File: src/logic/ipv4_pkg.sv
// --------------------------------------------------
// Ethernet and IPv4 header field types and constants
// --------------------------------------------------

package ipv4_pkg;

    // --------------------------------------------------
    // Header layouts
    // --------------------------------------------------

    typedef struct packed {
        logic [47:0] dest_mac;
        logic [47:0] src_mac;
        logic [15:0] eth_type;
    } eth_hdr_t;

    // Version and IHL implied by the fixed IHL of 5
    typedef struct packed {
        logic [5:0]  dscp;
        logic [1:0]  ecn;
        logic [15:0] length;               // Total length in bytes
        logic [15:0] identification;
        logic [2:0]  flags;                // Reserved, DF, MF
        logic [12:0] fragment_offset;
        logic [7:0]  ttl;
        logic [7:0]  protocol;
        logic [15:0] hdr_chksum;           // As carried on the wire
        logic [31:0] source_ip;
        logic [31:0] dest_ip;
    } ipv4_hdr_t;

    typedef struct packed {
        eth_hdr_t  eth;
        ipv4_hdr_t ip;
    } pkt_hdr_t;

    // --------------------------------------------------
    // Field constants
    // --------------------------------------------------

    localparam logic [15:0] ETHERTYPE_IPV4  = 16'h0800;
    localparam logic [7:0]  IPV4_VER_IHL    = 8'h45;   // Version 4, 5 words
    localparam logic [15:0] IPV4_MIN_LENGTH = 16'd20;

endpackage

File: src/logic/hdr_check_pkg.sv
// --------------------------------------------------
// Verdict, result and flag types of the header checker
// --------------------------------------------------

package hdr_check_pkg;

    // Register stages inside the checksum generator
    localparam int unsigned CHKSUM_LATENCY = 2;

    typedef struct packed {
        logic not_ipv4;
        logic bad_length;
        logic ttl_expired;
        logic bad_flags;
    } field_flags_t;

    // --------------------------------------------------
    // Verdict codes
    // --------------------------------------------------

    typedef enum logic [2:0] {
        VERDICT_OK           = 3'd0,
        VERDICT_NOT_IPV4     = 3'd1,
        VERDICT_BAD_CHECKSUM = 3'd2,
        VERDICT_BAD_LENGTH   = 3'd3,
        VERDICT_TTL_EXPIRED  = 3'd4,
        VERDICT_BAD_FLAGS    = 3'd5
    } verdict_e;

    typedef struct packed {
        logic        valid;
        verdict_e    verdict;
        logic [15:0] identification;
        logic [15:0] computed_chksum;      // Reported even on mismatch
    } check_result_t;

endpackage

File: src/logic/ipv4_checksum_gen.sv
// --------------------------------------------------
// IPv4 header checksum generator with two register stages
// --------------------------------------------------

`timescale 1ns/1ns

module ipv4_checksum_gen (
    input  logic               clk,
    input  logic               rst_n,
    input  logic               req,
    input  ipv4_pkg::pkt_hdr_t hdr,
    output logic               valid,
    output logic [15:0]        chksum
);

    import ipv4_pkg::*;

    logic [15:0] words [10];
    logic [18:0] part_a;                   // Five words need 3 carry bits
    logic [18:0] part_b;

    logic        stage1_valid;
    logic [18:0] part_a_q;
    logic [18:0] part_b_q;

    logic [19:0] total;
    logic [16:0] fold1;
    logic [15:0] fold2;

    // --------------------------------------------------
    // Header words and partial sums
    // --------------------------------------------------

    always_comb begin
        words[0] = {IPV4_VER_IHL, hdr.ip.dscp, hdr.ip.ecn};
        words[1] = hdr.ip.length;
        words[2] = hdr.ip.identification;
        words[3] = {hdr.ip.flags, hdr.ip.fragment_offset};
        words[4] = {hdr.ip.ttl, hdr.ip.protocol};
        words[5] = 16'h0000;               // Checksum field counts as zero
        words[6] = hdr.ip.source_ip[31:16];
        words[7] = hdr.ip.source_ip[15:0];
        words[8] = hdr.ip.dest_ip[31:16];
        words[9] = hdr.ip.dest_ip[15:0];
    end

    always_comb begin
        part_a = '0;
        part_b = '0;
        for (int i = 0; i < 5; i++) begin
            part_a = part_a + 19'(words[i]);
            part_b = part_b + 19'(words[i + 5]);
        end
    end

    always_ff @(posedge clk) begin
        if (!rst_n) begin
            stage1_valid <= 1'b0;
        end else begin
            stage1_valid <= req;
        end
        part_a_q <= part_a;
        part_b_q <= part_b;
    end

    // --------------------------------------------------
    // End-around carry and inversion
    // --------------------------------------------------

    assign total = 20'(part_a_q) + 20'(part_b_q);
    assign fold1 = 17'(total[15:0]) + 17'(total[19:16]);
    assign fold2 = fold1[15:0] + 16'(fold1[16]);   // Second fold cannot carry

    always_ff @(posedge clk) begin
        if (!rst_n) begin
            valid <= 1'b0;
        end else begin
            valid <= stage1_valid;
        end
        chksum <= ~fold2;
    end

endmodule

File: src/logic/ipv4_checksum_verify.sv
// --------------------------------------------------
// Compares the received IPv4 checksum with the computed one
// --------------------------------------------------

`timescale 1ns/1ns

module ipv4_checksum_verify (
    input  logic               clk,
    input  logic               rst_n,
    input  logic               req,
    input  ipv4_pkg::pkt_hdr_t hdr,
    output logic               output_valid,
    output logic               chksum_valid,
    output logic [15:0]        computed_chksum
);

    import hdr_check_pkg::*;

    logic        gen_valid;
    logic [15:0] gen_chksum;

    logic [CHKSUM_LATENCY-1:0] req_d;
    logic [15:0]               rx_chksum_d [CHKSUM_LATENCY];

    ipv4_checksum_gen i_chksum_gen (
        .clk    (clk),
        .rst_n  (rst_n),
        .req    (req),
        .hdr    (hdr),
        .valid  (gen_valid),
        .chksum (gen_chksum)
    );

    // --------------------------------------------------
    // Delay line matching the generator depth
    // --------------------------------------------------

    always_ff @(posedge clk) begin
        if (!rst_n) begin
            req_d <= '0;
        end else begin
            req_d[0] <= req;
            for (int i = 1; i < CHKSUM_LATENCY; i++) begin
                req_d[i] <= req_d[i - 1];
            end
        end
        rx_chksum_d[0] <= hdr.ip.hdr_chksum;
        for (int i = 1; i < CHKSUM_LATENCY; i++) begin
            rx_chksum_d[i] <= rx_chksum_d[i - 1];
        end
    end

    // Compare stage
    always_ff @(posedge clk) begin
        if (!rst_n) begin
            output_valid <= 1'b0;
            chksum_valid <= 1'b0;
        end else begin
            output_valid <= req_d[CHKSUM_LATENCY-1];
            chksum_valid <= gen_valid &&
                            (gen_chksum == rx_chksum_d[CHKSUM_LATENCY-1]);
        end
        computed_chksum <= gen_chksum;     // Kept for reporting
    end

endmodule

File: src/logic/ipv4_field_check.sv
// --------------------------------------------------
// Ethertype, length, TTL and reserved flag checks
// --------------------------------------------------

`timescale 1ns/1ns

module ipv4_field_check (
    input  logic                        clk,
    input  logic                        rst_n,
    input  logic                        req,
    input  ipv4_pkg::pkt_hdr_t          hdr,
    output logic                        flags_valid,
    output hdr_check_pkg::field_flags_t flags,
    output logic [15:0]                 identification
);

    import ipv4_pkg::*;
    import hdr_check_pkg::*;

    // Same depth as the checksum verifier
    localparam int unsigned STAGES = CHKSUM_LATENCY + 1;

    field_flags_t check_now;

    logic [STAGES-1:0] valid_q;
    field_flags_t      flags_q [STAGES];
    logic [15:0]       id_q    [STAGES];

    // --------------------------------------------------
    // Field rules in the request cycle
    // --------------------------------------------------

    always_comb begin
        check_now.not_ipv4    = (hdr.eth.eth_type != ETHERTYPE_IPV4);
        check_now.bad_length  = (hdr.ip.length < IPV4_MIN_LENGTH);
        check_now.ttl_expired = (hdr.ip.ttl == 8'd0);
        check_now.bad_flags   = hdr.ip.flags[2];   // Reserved bit
    end

    // --------------------------------------------------
    // Alignment pipeline
    // --------------------------------------------------

    always_ff @(posedge clk) begin
        if (!rst_n) begin
            valid_q <= '0;
        end else begin
            valid_q[0] <= req;
            for (int i = 1; i < STAGES; i++) begin
                valid_q[i] <= valid_q[i - 1];
            end
        end
        flags_q[0] <= check_now;
        id_q[0]    <= hdr.ip.identification;
        for (int i = 1; i < STAGES; i++) begin
            flags_q[i] <= flags_q[i - 1];
            id_q[i]    <= id_q[i - 1];
        end
    end

    assign flags_valid    = valid_q[STAGES-1];
    assign flags          = flags_q[STAGES-1];
    assign identification = id_q[STAGES-1];

endmodule

File: src/logic/hdr_verdict_stats.sv
// --------------------------------------------------
// Prioritized verdict and saturating accept/drop counters
// --------------------------------------------------

`timescale 1ns/1ns

module hdr_verdict_stats #(
    parameter int unsigned STAT_WIDTH = 16
) (
    input  logic                         clk,
    input  logic                         rst_n,
    input  logic                         stats_clear,
    input  logic                         flags_valid,
    input  hdr_check_pkg::field_flags_t  flags,
    input  logic [15:0]                  identification,
    input  logic                         chksum_valid,
    input  logic [15:0]                  computed_chksum,
    output hdr_check_pkg::check_result_t result,
    output logic [STAT_WIDTH-1:0]        accept_count,
    output logic [STAT_WIDTH-1:0]        drop_count
);

    import hdr_check_pkg::*;

    verdict_e    verdict;
    logic        valid_q;
    verdict_e    verdict_q;
    logic [15:0] id_q;
    logic [15:0] chksum_q;

    // First failing rule wins
    always_comb begin
        if (flags.not_ipv4)         verdict = VERDICT_NOT_IPV4;
        else if (!chksum_valid)     verdict = VERDICT_BAD_CHECKSUM;
        else if (flags.bad_length)  verdict = VERDICT_BAD_LENGTH;
        else if (flags.ttl_expired) verdict = VERDICT_TTL_EXPIRED;
        else if (flags.bad_flags)   verdict = VERDICT_BAD_FLAGS;
        else                        verdict = VERDICT_OK;
    end

    always_ff @(posedge clk) begin
        if (!rst_n) begin
            valid_q <= 1'b0;
        end else begin
            valid_q <= flags_valid;        // Verifier valid runs in step
        end
        verdict_q <= verdict;
        id_q      <= identification;
        chksum_q  <= computed_chksum;
    end

    assign result = '{valid: valid_q, verdict: verdict_q,
                      identification: id_q, computed_chksum: chksum_q};

    // --------------------------------------------------
    // Statistics
    // --------------------------------------------------

    always_ff @(posedge clk) begin
        if (!rst_n || stats_clear) begin   // Clear beats a landing result
            accept_count <= '0;
            drop_count   <= '0;
        end else if (valid_q) begin
            if (verdict_q == VERDICT_OK) begin
                if (accept_count != '1) accept_count <= accept_count + 1'b1;
            end else begin
                if (drop_count != '1) drop_count <= drop_count + 1'b1;
            end
        end
    end

endmodule

File: src/logic/ipv4_header_check_top.sv
// --------------------------------------------------
// IPv4 header checker top level
// --------------------------------------------------

`timescale 1ns/1ns

module ipv4_header_check_top #(
    parameter int unsigned STAT_WIDTH = 16
) (
    input  logic                         clk,
    input  logic                         rst_n,
    input  logic                         req,
    input  logic                         stats_clear,
    input  ipv4_pkg::pkt_hdr_t           hdr,
    output hdr_check_pkg::check_result_t result,
    output logic [STAT_WIDTH-1:0]        accept_count,
    output logic [STAT_WIDTH-1:0]        drop_count
);

    logic                        chksum_valid;
    logic [15:0]                 computed_chksum;
    logic                        flags_valid;
    hdr_check_pkg::field_flags_t flags;
    logic [15:0]                 identification;

    // --------------------------------------------------
    // Checkers three cycles deep
    // --------------------------------------------------

    ipv4_checksum_verify i_chksum_verify (
        .clk             (clk),
        .rst_n           (rst_n),
        .req             (req),
        .hdr             (hdr),
        .output_valid    (),               // Same timing as flags_valid
        .chksum_valid    (chksum_valid),
        .computed_chksum (computed_chksum)
    );

    ipv4_field_check i_field_check (
        .clk            (clk),
        .rst_n          (rst_n),
        .req            (req),
        .hdr            (hdr),
        .flags_valid    (flags_valid),
        .flags          (flags),
        .identification (identification)
    );

    hdr_verdict_stats #(
        .STAT_WIDTH (STAT_WIDTH)
    ) i_verdict_stats (
        .clk             (clk),
        .rst_n           (rst_n),
        .stats_clear     (stats_clear),
        .flags_valid     (flags_valid),
        .flags           (flags),
        .identification  (identification),
        .chksum_valid    (chksum_valid),
        .computed_chksum (computed_chksum),
        .result          (result),
        .accept_count    (accept_count),
        .drop_count      (drop_count)
    );

endmodule

File: config.mk
export PLATFORM = sky130hd
export DESIGN_NAME = ipv4_header_check_top
export DESIGN_NICKNAME = d
export VERILOG_FILES = /design/src/logic/ipv4_pkg.sv /design/src/logic/hdr_check_pkg.sv /design/src/logic/ipv4_checksum_gen.sv /design/src/logic/ipv4_checksum_verify.sv /design/src/logic/ipv4_field_check.sv /design/src/logic/hdr_verdict_stats.sv /design/src/logic/ipv4_header_check_top.sv
export SDC_FILE = /design/constraint.sdc
export NUM_CORES = 1
export LEC_CHECK = 0
export BUFFER_PORTS_ARGS = -buffer_cell sky130_fd_sc_hd__buf_2
export CAP_MARGIN = 20
export CELL_PAD_IN_SITES_DETAIL_PLACEMENT = 1
export CELL_PAD_IN_SITES_GLOBAL_PLACEMENT = 1
export CORE_MARGIN = 1.5
export CORE_UTILIZATION = 30
export DETAILED_ROUTE_END_ITERATION = 10
export PLACE_DENSITY = 0.7
export SYNTH_ARGS = -nofsm -noshare
export SYNTH_HDL_FRONTEND = slang
export SYNTH_SLANG_ARGS = --single-unit
File: constraint.sdc
create_clock -name clk -period 11.9 [get_ports clk]
set_clock_uncertainty 0.15 [all_clocks]
set_input_delay 2.38 -clock clk [delete_from_list [all_inputs] [get_ports clk]]
set_output_delay 2.38 -clock clk [all_outputs]
set_load 0.02 [all_outputs]
### Word-level counts from Yosys, hierarchy flattened

Memories as Yosys holds them, arrays and structs flattened. A register that Yosys moved wholly into a read port is not among the register bits.
Cells that the tools add are included.

* word-level logic and storage cells: 49
* bits of input ports: 268
* register bits after elaboration: 128
* output and inout bits: 68
* memories kept: 3
* memory bits (writable): 92

Memories
* i_field_check.id_q: depth 3, bits a word 16, rd ports 3, clocked after memory_dff 1, write ports 3, line ipv4_field_check.sv:27 `logic [15:0] id_q [STAGES];`
* i_chksum_verify.rx_chksum_d: depth 2, bits a word 16, rd ports 2, clocked after memory_dff 0, write ports 2, line ipv4_checksum_verify.sv:23 `logic [15:0] rx_chksum_d [CHKSUM_LATENCY];`
* i_field_check.flags_q: depth 3, bits a word 4, rd ports 3, clocked after memory_dff 0, write ports 3, line ipv4_field_check.sv:26 `field_flags_t flags_q [STAGES];`

* mux-type cells: 4
* equal/unequal tests: 4
* magnitude comparators: 1
* add/sub/neg operators: 12
* bitwise operators: 3
* reduce and logical (&&, ||, !) cells: 8

Operators with widths (number)
* $add A18 B16 Y19: 2
* $add A17 B16 Y18: 2
* $add A16 B1 Y16 const B: 2
* $ne A16 B16 Y1 const B: 2
* $add A19 B19 Y20: 1
* $add A19 B16 Y19: 1
* $add A15 B16 Y17: 1
* $add A16 B16 Y17: 1
* $add A16 B4 Y17: 1
* $add A16 B1 Y16: 1
* $eq A16 B16 Y1: 1
* $lt A16 B5 Y1 const B: 1
* $ne A16 B12 Y1 const B: 1
* $not A16 Y16: 1
* $logic_not A8 Y1: 1
* $mux W3: 2
* $reduce_and A3 Y1: 2
* $mux W2: 2
* $logic_not A3 Y1: 1
* $reduce_or A3 Y1: 1
* $not A1 Y1: 2
* $logic_and A1 B1 Y1: 1
* $logic_not A1 Y1: 1
* $logic_or A1 B1 Y1: 1

### Longest topological paths before layout

An unclocked memory read counts as a cell.

* depth after elaboration: 5
* mapped depth: 30
* depth with buffers taken out: 30

### By module

Synthesis repeated with hierarchy kept, for this count alone.

* cell total of the unflattened synthesis: 1101
* area total of the unflattened synthesis: 11385.9 sq um

Modules (own cells, without submodules)
* ipv4_checksum_gen: area an instance 6217.2 sq um, cells each 683, seq. area each 1121.1 sq um, instances 1
* hdr_verdict_stats: area an instance 2411.1 sq um, cells each 242, seq. area each 1361.3 sq um, instances 1
* ipv4_field_check: area an instance 1514.0 sq um, cells each 99, seq. area each 1261.2 sq um, instances 1
* ipv4_checksum_verify: area an instance 1243.7 sq um, cells each 77, seq. area each 1041.0 sq um, instances 1

### Worst setup path before layout

No wires, ideal clock.

* kind: input to register
* from: input port hdr[81] (netlist name)
* to: register i_chksum_verify.i_chksum_gen.part_a_q[17]
* arrival: 6032 ps
* path slack: 5612 ps
* stages: 17
* data required time: 11644 ps
* path buffers: 0
* library setup time: 106 ps
* cells stage by stage: fa_1 > fa_1 > inv_1 > fa_1 > inv_1 > ha_1 > inv_1 > fa_1 > nor2b_1 > o21ai_0 > a21boi_0 > o21ai_0 > a211oi_1 > o311a_1 > o21a_1 > o21a_1 > o311ai_0

* longest elaborated chain between the ends: 1

Ends and longest elaborated chain
* from (decl): line ipv4_header_check_top.sv:14 `input ipv4_pkg::pkt_hdr_t hdr,`
* $add A19 B16 Y19: line ipv4_checksum_gen.sv:51 `part_a = part_a + 19'(words[i]);`
* via i_chksum_verify.i_chksum_gen.part_a[17]: line ipv4_checksum_gen.sv:19 `logic [18:0] part_a;`
* to (signal assigned): line ipv4_checksum_gen.sv:62 `part_a_q <= part_a;`
* to (decl): line ipv4_checksum_gen.sv:23 `logic [18:0] part_a_q;`

The timed path passes the listed nets, and every way through them passes these cells.
A chain may end at the register's enable or synchronous reset.

### Final worst setup path

Same ends and word-level chain as after synthesis.

==> out/results.ini <==
[synth]
synth_xor_area_share_pct = 8.12
syn-instance-count = 911
synth_top_family_by_area = adder cells
synth_edf_count = 0
ys_top_cells_by_count = dfxtp_1, fa_1, ha_1
synth_most_common_cell = dfxtp_1
synthSimpleGateAreaFrac_pct = 12.5
synth_fp_nets = 1322
ys_warn_count = 0
post_synth_num_cell_types = 70
ys_async_sr_fraction_pct = 0
ys_seq_area_share_pct = 45.0
synth_top_area_cell = dfxtp_1
ys_top_cells_by_area = dfxtp_1, fa_1, ha_1, xnor2_1, nor2_1
synth_mux_area_share_pct = 0.193
ys_ff_latch = 233
synth_adder_area_share_pct = 22.6
synth-compound-area-share_pct = 9.31
synth_area_mm2 = 0.0104
yosysTopAreaCellShare_pct = 45.0
synthFlopType = dfxtp_1
avgSynthCellArea_um2 = 11.4

[hold_path]
worstHoldEndpoint = i_verdict_stats.chksum_q[15]$_DFF_P_
whs_path_depth = 0
hp-class = reg2reg
min_from = i_chksum_verify.computed_chksum[15]$_DFF_P_

[clocking]
cts_root_buf = clkbuf_16
cts_buffers = 27
h-tree-depth = 1
cts_setup_buffers = 0
cts_hold_buffers = 0
cts_tree = built
clockBufferDepth = 3
cts_resized = 0
clock-sinks = 233
insertion_delay_ps = 520
clk_pin_slew_ps = 60

[critical_path]
r2r_end = i_chksum_verify.i_chksum_gen.chksum[14]$_DFF_P_
cp_max_fo = 3
crit_required_ps = 12140
end_kind = flip-flop
timing.rr.start = i_chksum_verify.i_chksum_gen.part_a_q[0]$_DFF_P_
r2r_setup_slack_ps = 5450
crit_arrival_ps = 6690
reg2regPathDepth = 30
crit_type = in2reg
cp-start-kind = primary input
crit_start = hdr[81]

[sta]
maxSlewViolCount = 0
hold_slack_ps = 173
timing.fmax_mhz = 155
finalCriticalPeriod_ps = 6450
worst_pin_slew_ps = 670
rsz0062_at_grt = false
tns_ps = 0
finalSetupViolations = 0
hold_viol_final = 0
maxSlewHeadroom_pct = 55.2
post-route-period-util_pct = 54.2

[route]
ant_nets = 0
avgViaCountPerCell = 4.49
drc = 0
vias = 7366
first_pass_iters = 4
routedWlPerCell_um = 14.3
routed_wl_um = 23500
drt-initial-drc-count = 208

[global_routing]
antenna_found_initial = 2
overflow = 0
grt_pass1_vias = 7845
grt_usage_pct = 13.3
grt_max_degree = 33
grt_first_pass_wirelength_um = 38500

[cells_and_area]
area_delta_synth_final_pct = 25.5
nets = 1585
fin_cells = 1639
final_layout_size_suffix_gt1_share_pct = 25.7
fillCellCount = 3771
diodes = 0
fin_area_mm2 = 0.0130
final_util_pct = 38.5

[power]
p_leak_nw = 5.64
power_density_mw_per_mm2 = 294
ir_drop_uv = 145

[die]
die_area_mm2 = 0.0357
die_y_um = 189
rows = 67
start_util_pct = 30.7
ios = 336
core_area_mm2 = 0.0338
die_w_um = 189

[place]
post-dp-hpwl_um = 19400
io_buffers = 239
place.gp.congestion = 0.785
placed_cell_area_mm2 = 0.0121
place_inst = 1593

[status]
status = completed

[flow_run]
drv_cap = 0

stage by stage:
stage          total power (W)  worst slack [ps]
3_3_place_gp           0.00297              4900
5_1_grt                0.00415              4850
2_1_floorplan          0.00252              5610
3_5_place_dp           0.00302              4820
4_1_cts                0.00389              5350
6_report               0.00382              5450
final cells by class:
type	count	area [um2]	share of cell area [%]
Sequential cell	233	4660	35.9
Tap cell	448	561	4.31
Clock inverter	13	181	1.40
Multi-Input combinational cell	617	5460	42.0
Clock buffer	33	718	5.53
Timing Repair Buffer	240	1200	9.26
Inverter	55	206	1.59
layout by cell type (no fill, tap or decap), types with 5 or more instances in the layout:
master     instances
a211oi_1           6
ha_1              70
nor3_1            20
and2_1             7
a21oi_1           37
a21boi_0           5
nand3_1           28
clkbuf_16         27
nand2b_1           8
fa_1              73
nor2_1            63
o21a_1             6
dfxtp_1          233
xnor2_1           68
inv_1             55
nor2b_1           10
clkinv_2           5
nor4b_1            5
nor4_1             8
or3_1             18
nand2_1           38
and3_1             8
a21o_1            12
nand4_1            9
xor2_1            23
buf_2            239
o21ai_0           30
routing by layer:
metal / up-vias / track usage [%] / part of all wire (%)
li1: 3654 / - / -
met1: 3482 / 16.2 / 44
met2: 186 / 23.3 / 48
met3: 40 / 2.89 / 5.5
met4: 4 / 3.88 / 2.2
met5: - / 0 / 0.14
logic make-up (layout without fill, tap and decap cells):
logic type,after synthesis,after routing
simple gates,242,242
flops,233,233
fa+ha+maj,143,143
compound gates,137,137
xor+xnor,93,93
buf+inv,61,341
mux,2,2
registers in the layout, summed over array words and instances (netlist names):
signal	flops
i_chksum_verify.chksum_valid	1
i_chksum_verify.computed_chksum	16
i_chksum_verify.i_chksum_gen.chksum	16
i_chksum_verify.i_chksum_gen.part_a_q	19
i_chksum_verify.i_chksum_gen.part_b_q	18
i_chksum_verify.rx_chksum_d	32
i_field_check.flags_q	12
i_field_check.id_q	48
i_field_check.valid_q	3
i_verdict_stats.accept_count	16
i_verdict_stats.chksum_q	16
i_verdict_stats.drop_count	16
i_verdict_stats.id_q	16
i_verdict_stats.valid_q	1
i_verdict_stats.verdict_q	3
worst max-delay path, cell delays in order:
cell      delay (ps)
buf_2            110
fa_1             490
fa_1             520
inv_1             50
fa_1             490
inv_1             40
ha_1             210
inv_1             70
fa_1             200
nor2b_1           50
o21ai_0          210
a21boi_0         180
o21ai_0          340
a211oi_1         160
o311a_1          400
o21a_1           190
o21a_1           200
o311ai_0         380
how the worst max path moves through the flow:
stage | end | slack (ps) | cells after the start
floorplan | i_chksum_verify.i_chksum_gen.part_a_q[17]$_DFF_P_ | 5610 | 17
CTS | i_chksum_verify.i_chksum_gen.chksum[14]$_DFF_P_ | 5350 | 30
global route | i_chksum_verify.i_chksum_gen.chksum[14]$_DFF_P_ | 4850 | 30
finish | i_chksum_verify.i_chksum_gen.part_a_q[17]$_DFF_P_ | 5450 | 18
global placement | i_chksum_verify.i_chksum_gen.part_a_q[17]$_DFF_P_ | 4900 | 18
detailed placement | i_chksum_verify.i_chksum_gen.part_a_q[17]$_DFF_P_ | 4820 | 18
power breakdown:
| part | total (W) | switching [W] | internal (W) | leakage, nW |
|---|---|---|---|---|
| logic | 0.00194 | 0.00111 | 0.000834 | 3.25 |
| registers | 0.00104 | 0.0000678 | 0.000972 | 1.95 |
| clock network | 0.000839 | 0.000324 | 0.000515 | 0.443 |
| total | 0.00382 | 0.00150 | 0.00232 | 5.64 |
Note: power is estimated with default switching activity, not from simulation.
